[config.mk]
export PLATFORM = sky130hd
export DESIGN_NAME = fp_sgnj_top
export DESIGN_NICKNAME = d
export VERILOG_FILES = /design/src/rtl/fp_pkg.sv /design/src/rtl/fp_sgnj_top.sv /design/src/rtl/fp_issue_ctrl.sv /design/src/rtl/fp_exec_timer.sv /design/src/rtl/fp_sgnj_unit.sv /design/src/rtl/fp_rf.sv
export SDC_FILE = /design/constraint.sdc
export NUM_CORES = 1
export LEC_CHECK = 0
export BUFFER_PORTS_ARGS = -buffer_cell sky130_fd_sc_hd__buf_4
export CAP_MARGIN = 20
export CORE_ASPECT_RATIO = 0.5
export CORE_MARGIN = 2
export CORE_UTILIZATION = 30
export DETAILED_ROUTE_END_ITERATION = 8
export GPL_TIMING_DRIVEN = 0
export PLACE_DENSITY = 0.4
export SYNTH_ARGS = -nofsm -noshare
export SYNTH_HDL_FRONTEND = slang
export SYNTH_SLANG_ARGS = --single-unit
export TNS_END_PERCENT = 1
[constraint.sdc]
create_clock -name clk_i -period 3.34 [get_ports clk_i]
set_clock_uncertainty 0.1 [all_clocks]
set_input_delay 0.501 -clock clk_i [delete_from_list [all_inputs] [get_ports clk_i]]
set_output_delay 0.501 -clock clk_i [all_outputs]
set_load 0.01 [all_outputs]
[src/rtl/fp_pkg.sv]
package fp_pkg;

  // --------------------------------------------------
  // Register file geometry
  // --------------------------------------------------
  // Default register width, overridden per instance
  localparam int unsigned FLEN = 32;

  localparam int unsigned FREG_NUM = 32;
  localparam int unsigned FREG_IDX_LEN = $clog2(FREG_NUM);

  // Register index
  typedef logic [FREG_IDX_LEN-1:0] freg_idx_t;

  // --------------------------------------------------
  // Command opcodes
  // --------------------------------------------------
  typedef logic [2:0] fp_op_t;

  localparam fp_op_t OP_LI     = 3'd0;
  localparam fp_op_t OP_FSGNJ  = 3'd1;
  localparam fp_op_t OP_FSGNJN = 3'd2;
  localparam fp_op_t OP_FSGNJX = 3'd3;
  localparam fp_op_t OP_READ   = 3'd4;

  // Issue controller states
  typedef enum logic [1:0] {
    S_IDLE,
    S_EXEC,
    S_COMMIT
  } ctrl_state_t;

endpackage
[src/rtl/fp_sgnj_top.sv]
module fp_sgnj_top import fp_pkg::*; #(
  parameter int unsigned FLEN     = fp_pkg::FLEN,
  parameter int unsigned EXEC_LAT = 3
) (
  input  logic            clk_i,
  input  logic            rst_ni,

  // Command port
  input  logic            cmd_valid_i,
  output logic            cmd_ready_o,
  input  fp_op_t          cmd_op_i,
  input  freg_idx_t       cmd_rd_i,
  input  freg_idx_t       cmd_rs1_i,
  input  freg_idx_t       cmd_rs2_i,
  input  logic [FLEN-1:0] cmd_imm_i,

  // Result port
  output logic            res_valid_o,
  input  logic            res_ready_i,
  output freg_idx_t       res_rd_o,
  output logic [FLEN-1:0] res_value_o
);

  // Control wires
  logic            accept;
  logic            done;
  logic            write_back;
  logic            rf_we;
  // Operand data from the register file
  logic [FLEN-1:0] rs1_data;
  logic [FLEN-1:0] rs2_data;

  // --------------------------------------------------
  // Datapath
  // --------------------------------------------------
  fp_rf #(
    .FLEN (FLEN)
  ) u_rf (
    .clk_i      (clk_i),
    .rst_ni     (rst_ni),
    .we_i       (rf_we),
    .wr_idx_i   (res_rd_o),
    .wr_data_i  (res_value_o),
    .rs1_idx_i  (cmd_rs1_i),
    .rs2_idx_i  (cmd_rs2_i),
    .rs1_data_o (rs1_data),
    .rs2_data_o (rs2_data)
  );

  fp_sgnj_unit #(
    .FLEN (FLEN)
  ) u_sgnj (
    .clk_i        (clk_i),
    .rst_ni       (rst_ni),
    .accept_i     (accept),
    .op_i         (cmd_op_i),
    .rd_i         (cmd_rd_i),
    .rs1_i        (cmd_rs1_i),
    .rs1_data_i   (rs1_data),
    .rs2_data_i   (rs2_data),
    .imm_i        (cmd_imm_i),
    .result_o     (res_value_o),
    .res_rd_o     (res_rd_o),
    .write_back_o (write_back)
  );

  // --------------------------------------------------
  // Control
  // --------------------------------------------------
  fp_exec_timer #(
    .EXEC_LAT (EXEC_LAT)
  ) u_timer (
    .clk_i  (clk_i),
    .rst_ni (rst_ni),
    .load_i (accept),
    .done_o (done)
  );

  fp_issue_ctrl u_ctrl (
    .clk_i        (clk_i),
    .rst_ni       (rst_ni),
    .cmd_valid_i  (cmd_valid_i),
    .cmd_ready_o  (cmd_ready_o),
    .timer_done_i (done),
    .accept_o     (accept),
    .write_back_i (write_back),
    .res_valid_o  (res_valid_o),
    .res_ready_i  (res_ready_i),
    .rf_we_o      (rf_we)
  );

endmodule

[src/rtl/fp_issue_ctrl.sv]
module fp_issue_ctrl import fp_pkg::*; (
  input  logic clk_i,
  input  logic rst_ni,

  // Command handshake
  input  logic cmd_valid_i,
  output logic cmd_ready_o,

  // Execution timer
  input  logic timer_done_i,
  output logic accept_o,

  // Result handshake and commit
  input  logic write_back_i,
  output logic res_valid_o,
  input  logic res_ready_i,
  output logic rf_we_o
);

  ctrl_state_t state_q, state_d;
  // Result leaves the unit this cycle
  logic        res_hs;

  // --------------------------------------------------
  // Handshakes
  // --------------------------------------------------
  // Only one command in flight
  assign cmd_ready_o = (state_q == S_IDLE);
  assign accept_o    = cmd_valid_i && cmd_ready_o;

  // Result offered only after the latency
  assign res_valid_o = (state_q == S_COMMIT);
  assign res_hs      = res_valid_o && res_ready_i;

  // Commit writes the register file, reads do not
  assign rf_we_o = res_hs && write_back_i;

  // --------------------------------------------------
  // Next state
  // --------------------------------------------------
  always_comb begin : next_state
    state_d = state_q;
    unique case (state_q)
      S_IDLE: begin
        if (accept_o) begin
          state_d = S_EXEC;
        end
      end
      S_EXEC: begin
        // Wait out the execution latency
        if (timer_done_i) begin
          state_d = S_COMMIT;
        end
      end
      S_COMMIT: begin
        // Hold the result under back-pressure
        if (res_hs) begin
          state_d = S_IDLE;
        end
      end
      default: begin
        state_d = S_IDLE;
      end
    endcase
  end

  // State register
  always_ff @(posedge clk_i or negedge rst_ni) begin : state_reg
    if (!rst_ni) begin
      state_q <= S_IDLE;
    end else begin
      state_q <= state_d;
    end
  end

endmodule

[src/rtl/fp_exec_timer.sv]
module fp_exec_timer #(
  parameter int unsigned EXEC_LAT = 3
) (
  input  logic clk_i,
  input  logic rst_ni,
  input  logic load_i,
  output logic done_o
);

  // Counter wide enough for EXEC_LAT-1, at least one bit
  localparam int unsigned CNT_W = (EXEC_LAT > 1) ? $clog2(EXEC_LAT) : 1;
  localparam logic [CNT_W-1:0] CNT_INIT = CNT_W'(EXEC_LAT - 1);

  logic [CNT_W-1:0] cnt_q;
  // Set by a load, cleared once done has been seen
  logic             armed_q;

  // --------------------------------------------------
  // Down-counter
  // --------------------------------------------------
  always_ff @(posedge clk_i or negedge rst_ni) begin : cnt_reg
    if (!rst_ni) begin
      cnt_q   <= '0;
      armed_q <= 1'b0;
    end else if (load_i) begin
      cnt_q   <= CNT_INIT;
      armed_q <= 1'b1;
    end else begin
      if (cnt_q != '0) begin
        cnt_q <= cnt_q - 1'b1;
      end
      // One-cycle done pulse
      if (done_o) begin
        armed_q <= 1'b0;
      end
    end
  end

  // High once the latency has run out
  assign done_o = armed_q && (cnt_q == '0);

endmodule

[src/rtl/fp_sgnj_unit.sv]
module fp_sgnj_unit import fp_pkg::*; #(
  parameter int unsigned FLEN = fp_pkg::FLEN
) (
  input  logic            clk_i,
  input  logic            rst_ni,

  // Command capture
  input  logic            accept_i,
  input  fp_op_t          op_i,
  input  freg_idx_t       rd_i,
  input  freg_idx_t       rs1_i,
  input  logic [FLEN-1:0] rs1_data_i,
  input  logic [FLEN-1:0] rs2_data_i,
  input  logic [FLEN-1:0] imm_i,

  // Held result
  output logic [FLEN-1:0] result_o,
  output freg_idx_t       res_rd_o,
  output logic            write_back_o
);

  // Sign bits of both operands
  logic sign1, sign2;
  // Next result, index and write-back flag
  logic [FLEN-1:0] result_d;
  freg_idx_t       rd_d;
  logic            wb_d;

  assign sign1 = rs1_data_i[FLEN-1];
  assign sign2 = rs2_data_i[FLEN-1];

  // --------------------------------------------------
  // Result selection
  // --------------------------------------------------
  always_comb begin : result_sel
    // Read behaviour unless a known opcode overrides it
    result_d = rs1_data_i;
    rd_d     = rs1_i;
    wb_d     = 1'b0;
    unique case (op_i)
      OP_LI: begin
        result_d = imm_i;
        rd_d     = rd_i;
        wb_d     = 1'b1;
      end
      OP_FSGNJ: begin
        result_d = {sign2, rs1_data_i[FLEN-2:0]};
        rd_d     = rd_i;
        wb_d     = 1'b1;
      end
      OP_FSGNJN: begin
        result_d = {~sign2, rs1_data_i[FLEN-2:0]};
        rd_d     = rd_i;
        wb_d     = 1'b1;
      end
      OP_FSGNJX: begin
        result_d = {sign1 ^ sign2, rs1_data_i[FLEN-2:0]};
        rd_d     = rd_i;
        wb_d     = 1'b1;
      end
      default: ;
    endcase
  end

  // Payload held from accept to the next accept
  always_ff @(posedge clk_i) begin : result_reg
    if (accept_i) begin
      result_o <= result_d;
      res_rd_o <= rd_d;
    end
  end

  // No write-back until the first command
  always_ff @(posedge clk_i or negedge rst_ni) begin : wb_reg
    if (!rst_ni) begin
      write_back_o <= 1'b0;
    end else if (accept_i) begin
      write_back_o <= wb_d;
    end
  end

endmodule

[src/rtl/fp_rf.sv]
module fp_rf import fp_pkg::*; #(
  parameter int unsigned FLEN = fp_pkg::FLEN
) (
  input  logic            clk_i,
  input  logic            rst_ni,

  // Write port, driven at commit
  input  logic            we_i,
  input  freg_idx_t       wr_idx_i,
  input  logic [FLEN-1:0] wr_data_i,

  // Operand read ports
  input  freg_idx_t       rs1_idx_i,
  input  freg_idx_t       rs2_idx_i,
  output logic [FLEN-1:0] rs1_data_o,
  output logic [FLEN-1:0] rs2_data_o
);

  // Register storage
  logic [FLEN-1:0] regs_q [FREG_NUM];

  // --------------------------------------------------
  // Write port
  // --------------------------------------------------
  // All registers read zero after reset
  always_ff @(posedge clk_i or negedge rst_ni) begin : write_port
    if (!rst_ni) begin
      for (int i = 0; i < FREG_NUM; i++) begin
        regs_q[i] <= '0;
      end
    end else if (we_i) begin
      regs_q[wr_idx_i] <= wr_data_i;
    end
  end

  // --------------------------------------------------
  // Read ports
  // --------------------------------------------------
  // Combinational, new data seen the cycle after a write
  always_comb begin : read_ports
    rs1_data_o = regs_q[rs1_idx_i];
    rs2_data_o = regs_q[rs2_idx_i];
  end

endmodule

After elaboration in Yosys (flattened, before gate mapping)
Cells that the tools add are included.
{"block": "op_classes", "n_addsub": 1, "n_lt_le_gt_ge": 4, "eq_ne": 8, "muxes": 20, "bitwise_logic": 5, "n_reduce_logical": 13}
{"op": "1024-bit bitwise mux", "count": 1}
{"op": "32-bit binary-select mux with 5-bit select", "count": 2}
{"op": "32-bit demux with 5-bit select", "count": 1}
{"op": "32-bit two-way mux", "count": 5}
{"op": "32-bit case mux with 4 select lines", "count": 1}
{"op": "6-bit greater-or-equal comparator (second input constant)", "count": 3}
{"op": "5-bit inverter with 6-bit output", "count": 3}
{"op": "2-bit two-way mux", "count": 5}
{"op": "3-bit by 2-bit == test with 1-bit output (second input constant)", "count": 2}
{"op": "6-bit by 1-bit < comparator with 1-bit output (second input constant)", "count": 1}
{"op": "2-bit != test (second input constant)", "count": 3}
{"op": "2-bit case mux with 3 select lines", "count": 1}
{"op": "2-bit nonzero test", "count": 3}
{"op": "1-bit logical AND", "count": 5}
{"op": "5-bit two-way mux", "count": 1}
{"op": "2-bit logical NOT", "count": 2}
{"op": "4-bit OR reduction", "count": 1}
{"op": "3-bit by 1-bit == test with 1-bit output (second input constant)", "count": 1}
{"op": "3-bit logical NOT", "count": 1}
{"op": "1-bit two-way mux", "count": 3}
{"op": "3-bit AND reduction", "count": 1}
{"op": "2-bit by 1-bit == test with 1-bit output (second input constant)", "count": 1}
{"op": "2-bit == test (second input constant)", "count": 1}
{"op": "2-bit by 1-bit subtractor with 2-bit output (second input constant)", "count": 1}
{"op": "other kinds (2)", "count": 2}
{"block": "word_totals", "register_bits": 1067, "input_bits": 54, "output_inout_bits": 39, "elab_cells": 89}

Longest topological paths before layout
{"block": "logic_depth", "depth_word": 6, "mapped_depth": 10, "ltp_nobuf": 7}

Modules after synthesis
A second synthesis with hierarchy kept.
{"block": "unflattened", "cells_unflattened": 4719, "hier_area_um2": 58150.8}
{"module": "fp_rf", "n_inst": 1, "cells_each": 4605, "area_each_um2": 56245.2, "seq_area_each_um2": 25624.6}
{"module": "fp_sgnj_unit", "n_inst": 1, "cells_each": 89, "area_each_um2": 1660.3, "seq_area_each_um2": 1136.1}
{"module": "fp_exec_timer", "n_inst": 1, "cells_each": 14, "area_each_um2": 145.1, "seq_area_each_um2": 75.1}
{"module": "fp_issue_ctrl", "n_inst": 1, "cells_each": 11, "area_each_um2": 100.1, "seq_area_each_um2": 50.0}

Worst setup path before layout
Ideal clock, no wire load.
{"block": "synth_path", "path_kind": "input port to flip-flop", "startpoint": "input port cmd_rs1_i[1]", "endpoint": "register u_sgnj.result_o[10], data pin", "setup_ps": 270, "arrival_ps": 2300, "required_ps": 2970, "path_slack_ps": 669, "cell_stages": 8, "path_buffers": 4, "path_cell_list": "buf_6 buf_2 buf_2 buf_1 mux4_2 mux4_2 mux2i_1 a21oi_1"}
{"block": "synth_between", "elab_chain_len": 5}
{"item": "from (decl)", "line_no": "fp_sgnj_top.sv:13", "text": "input freg_idx_t cmd_rs1_i,"}
{"item": "5-bit inverter with 6-bit output (implied by the code)", "line_no": "fp_rf.sv:41", "text": "rs1_data_o = regs_q[rs1_idx_i];"}
{"item": "32-bit binary-select mux with 5-bit select", "line_no": "fp_rf.sv:41"}
{"item": "32-bit two-way mux (implied by the code) (2 in a row)", "line_no": "fp_rf.sv:41"}
{"item": "32-bit case mux with 4 select lines", "line_no": "fp_sgnj_unit.sv:40", "text": "unique case (op_i)"}
{"item": "net u_sgnj.result_d[10]", "line_no": "fp_sgnj_unit.sv:25", "text": "logic [FLEN-1:0] result_d;"}
{"item": "to (signal assigned)", "line_no": "fp_sgnj_unit.sv:68", "text": "result_o <= result_d;"}
{"item": "to (decl)", "line_no": "fp_sgnj_unit.sv:17", "text": "output logic [FLEN-1:0] result_o,"}
The timed path passes the listed nets, and every way through them passes these cells. The select of a mux whose other input is x is not followed.
A chain may end at the register's enable or synchronous reset.

Final worst setup path
{"block": "layout_path", "startpoint": "register u_ctrl.state_q[0]", "endpoint": "register u_rf.regs_q[730] (netlist name)"}
{"block": "layout_between", "elab_chain_len": 3}
{"item": "from (decl)", "line_no": "fp_issue_ctrl.sv:20", "text": "ctrl_state_t state_q, state_d;"}
{"item": "from (signal assigned)", "line_no": "fp_issue_ctrl.sv:72", "text": "state_q <= state_d;"}
{"item": "2-bit == test", "line_no": "fp_issue_ctrl.sv:32", "text": "assign res_valid_o = (state_q == S_COMMIT);"}
{"item": "1-bit logical AND", "line_no": "fp_issue_ctrl.sv:33", "text": "assign res_hs = res_valid_o && res_ready_i;"}
{"item": "1-bit logical AND", "line_no": "fp_issue_ctrl.sv:36", "text": "assign rf_we_o = res_hs && write_back_i;"}
{"item": "to (signal, indexed assignment)", "line_no": "fp_rf.sv:32", "text": "regs_q[wr_idx_i] <= wr_data_i;"}
{"item": "to (decl)", "line_no": "fp_rf.sv:20", "text": "logic [FLEN-1:0] regs_q [FREG_NUM];"}
No other way between the ends.

==> impl_metrics.ini <==
[clock_tree]
tritoncts = yes
cts_sinks = 1067
cts_root_buf = clkbuf_16
clk_latency_ns = 0.72
ctsHtreeMaxLevel = 3
cts_made_buffers = 109
postCtsSetupBuffers = 0
ctsLongestPathBuffers = 3
cts.clk_slew.worst_paths_ns = 0.07

[layout]
design_area_mm2 = 0.05641
final_common_cell = dfrtp_1
fin_nets = 3230
stdcell_count = 5441
utilization_pct = 35.19
final_cell_mix = dfrtp_1, mux2_2, mux4_2
final_layout_size_suffix_gt1_share_pct = 54.27
syn_to_final_growth_pct = 16.85

[yosys]
ys_ff_latch = 1067
synth_edf_count = 37
synthFlopType = dfrtp_1
synth.area.top_cells = dfrtp_1, mux2_2, mux4_2
syn_nets = 2978
ys_seq_area_share_pct = 55.69
synth_warnings = 0
synthesis.area_mm2 = 0.04827
ys_types = 40
avgSynthCellArea_um2 = 16.52
async_flop_share_pct = 96.53
netlist_instances = 2923
synth_largest_area_cell = dfrtp_1
synth.top_cell.area_share_pct = 53.39

[min_path]
hold_class = input port to flip-flop
min_path_cells = 3
min_to = u_sgnj.result_o[20]
min-delay-start = cmd_imm_i[20]

[critical_path]
ff2ff_path_depth = 7
cp-end-kind = flip-flop
startpoint_type = flip-flop
slowest_delay_ns = 0.53
r2r_slack_ns = 0.006
path_max_fanout = 10
critPathRequiredTime_ns = 3.83
cpMostUsedCell = buf_2
worstReg2RegStart = u_ctrl.state_q[0]
critical_path_class = flip-flop to flip-flop
slowest_stage = nor2_2
crit_arrival_ns = 3.82
crit_chain = nor2b_1 > nand4_1 > nand2b_1 > buf_2 > nor2_2 > buf_2 > mux2_2
r2r-end = u_rf.regs_q[730]

[global_route]
grt_pass1_vias = 29110
grt_pass1_wl_um = 235500
grt.overflow.total = 0
grt_max_degree = 161
antenna_found_initial = 4
grt_util_all_layers_pct = 20.67

[drt]
vias = 27620
ant_nets = 0
drt_wl_total_um = 168100
wl_per_cell_um = 30.90
avgViaCountPerCell = 5.077
drc = 0
dr.pass1.iters = 5
drt_first_iter_violations = 2139

[flow_run]
cap_viol_max_count = 0

[floorplan]
rows = 104
coreArea_mm2 = 0.1603
die_area_mm2 = 0.1643
start_util_pct = 30.11
fp.dieH_um = 287.7
ios = 93
die_width_um = 571.3

[sta]
fin_crit_sh_pct = 99.81
setup_tns_ns = 0
report.final.slew_viol_count = 0
setup_slack_ns = 0.006258
tightest_slew_ns = 1.162
fin_crit_ns = 3.334
max_freq_mhz = 300.0
relSlewSlack_pct = 22.57
hold_viol_final = 0
hold-worst-slack_ns = 0.04664
report.final.setup_viol = 0
grt_setup_unrepaired = yes

[pwr]
vdd_ir_drop_max_v = 0.0003492
power.total_mw = 29.05
power_density_mw_per_mm2 = 514.9
leakage_nw = 26.62

[placed_design]
gp_congestion = 0.8060
place_inst = 5215
dp_hpwl_um = 120600
dpl_cell_area_mm2 = 0.05233
portBuffers = 86
dp_slack_ns = -0.4662

[run_status]
status = complete, no violations
-- power by group --
group          switching, mW  internal (mW)
Sequential             0.262           13.3
Combinational           1.62          0.776
Clock                   5.52           7.57
Total                   7.40           21.6
-- critical path, delay by kind of cell, from the launching register on --
family	cells	cell delay (ns)
muxes	1	0.38
DFF	1	0.42
buffers and inverters	2	0.70
and+or+nand+nor	4	1.59
-- per-layer routing --
| metal | routed length, um | track usage, % |
|---|---|---|
| met5 | 13 | 0 |
| met4 | 3593 | 4.405 |
| met3 | 9757 | 4.848 |
| met2 | 73520 | 30.88 |
| met1 | 81240 | 30.41 |
-- worst max path at each step --
stage	startpoint	end	slack, ns	cells after the start
2_1_floorplan	cmd_rs1_i[1]	u_sgnj.result_o[10]	0.67	8
3_3_place_gp	rst_ni	u_rf.regs_q[450]	-11.32	1
6_report	u_ctrl.state_q[0]	u_rf.regs_q[730]	0.006	7
4_1_cts	u_ctrl.state_q[0]	u_rf.regs_q[315]	-0.02	7
3_5_place_dp	cmd_rs1_i[1]	u_sgnj.result_o[21]	-0.47	9
5_1_grt	u_ctrl.state_q[0]	u_rf.regs_q[713]	-0.18	7
-- final cells by class --
type | instances | area (um^2)
antenna | 3 | 7.507
buffer | 285 | 1292
fill | 15430 | 103900
clock inverter | 29 | 371.6
multi-input combinational | 1562 | 20160
tap | 2173 | 2719
inverter | 9 | 33.78
timing repair buffer | 141 | 1538
sequential | 1067 | 26890
clock buffer | 172 | 3398
-- Yosys cell counts (all sizes together) (8+ instances only) --
library cell	instances
nand2	16
buf	148
mux4	319
nand3	8
dfrtp	1030
clkbuf	137
inv	9
mux2	1030
nor2	64
edfxtp	37
or3	8
mux2i	49
a21oi	34
-- kinds of logic after synthesis --
logic type	Yosys count	synth area share, %
fa+ha+maj	1	0.02591
flops	1067	55.69
mux	1398	39.93
simple gates	114	1.096
compound gates	48	0.5702
xor+xnor	1	0.01815
buf+inv	294	2.662
-- state kept, by name (all words and copies together) (netlist names) --
register             count
u_sgnj.res_rd_o          5
u_sgnj.write_back_o      1
u_timer.cnt_q            2
u_timer.armed_q          1
u_sgnj.result_o         32
u_rf.regs_q           1024
u_ctrl.state_q           2
-- timing repair --
item,in CTS,in global routing
endpoints found under the hold margin,149,0
hold buffers,21,0
pin swaps,0,1
gates resized for setup,8,22
setup endpoints to repair,151,553
No activity file was read; power rests on OpenSTA's default activity.
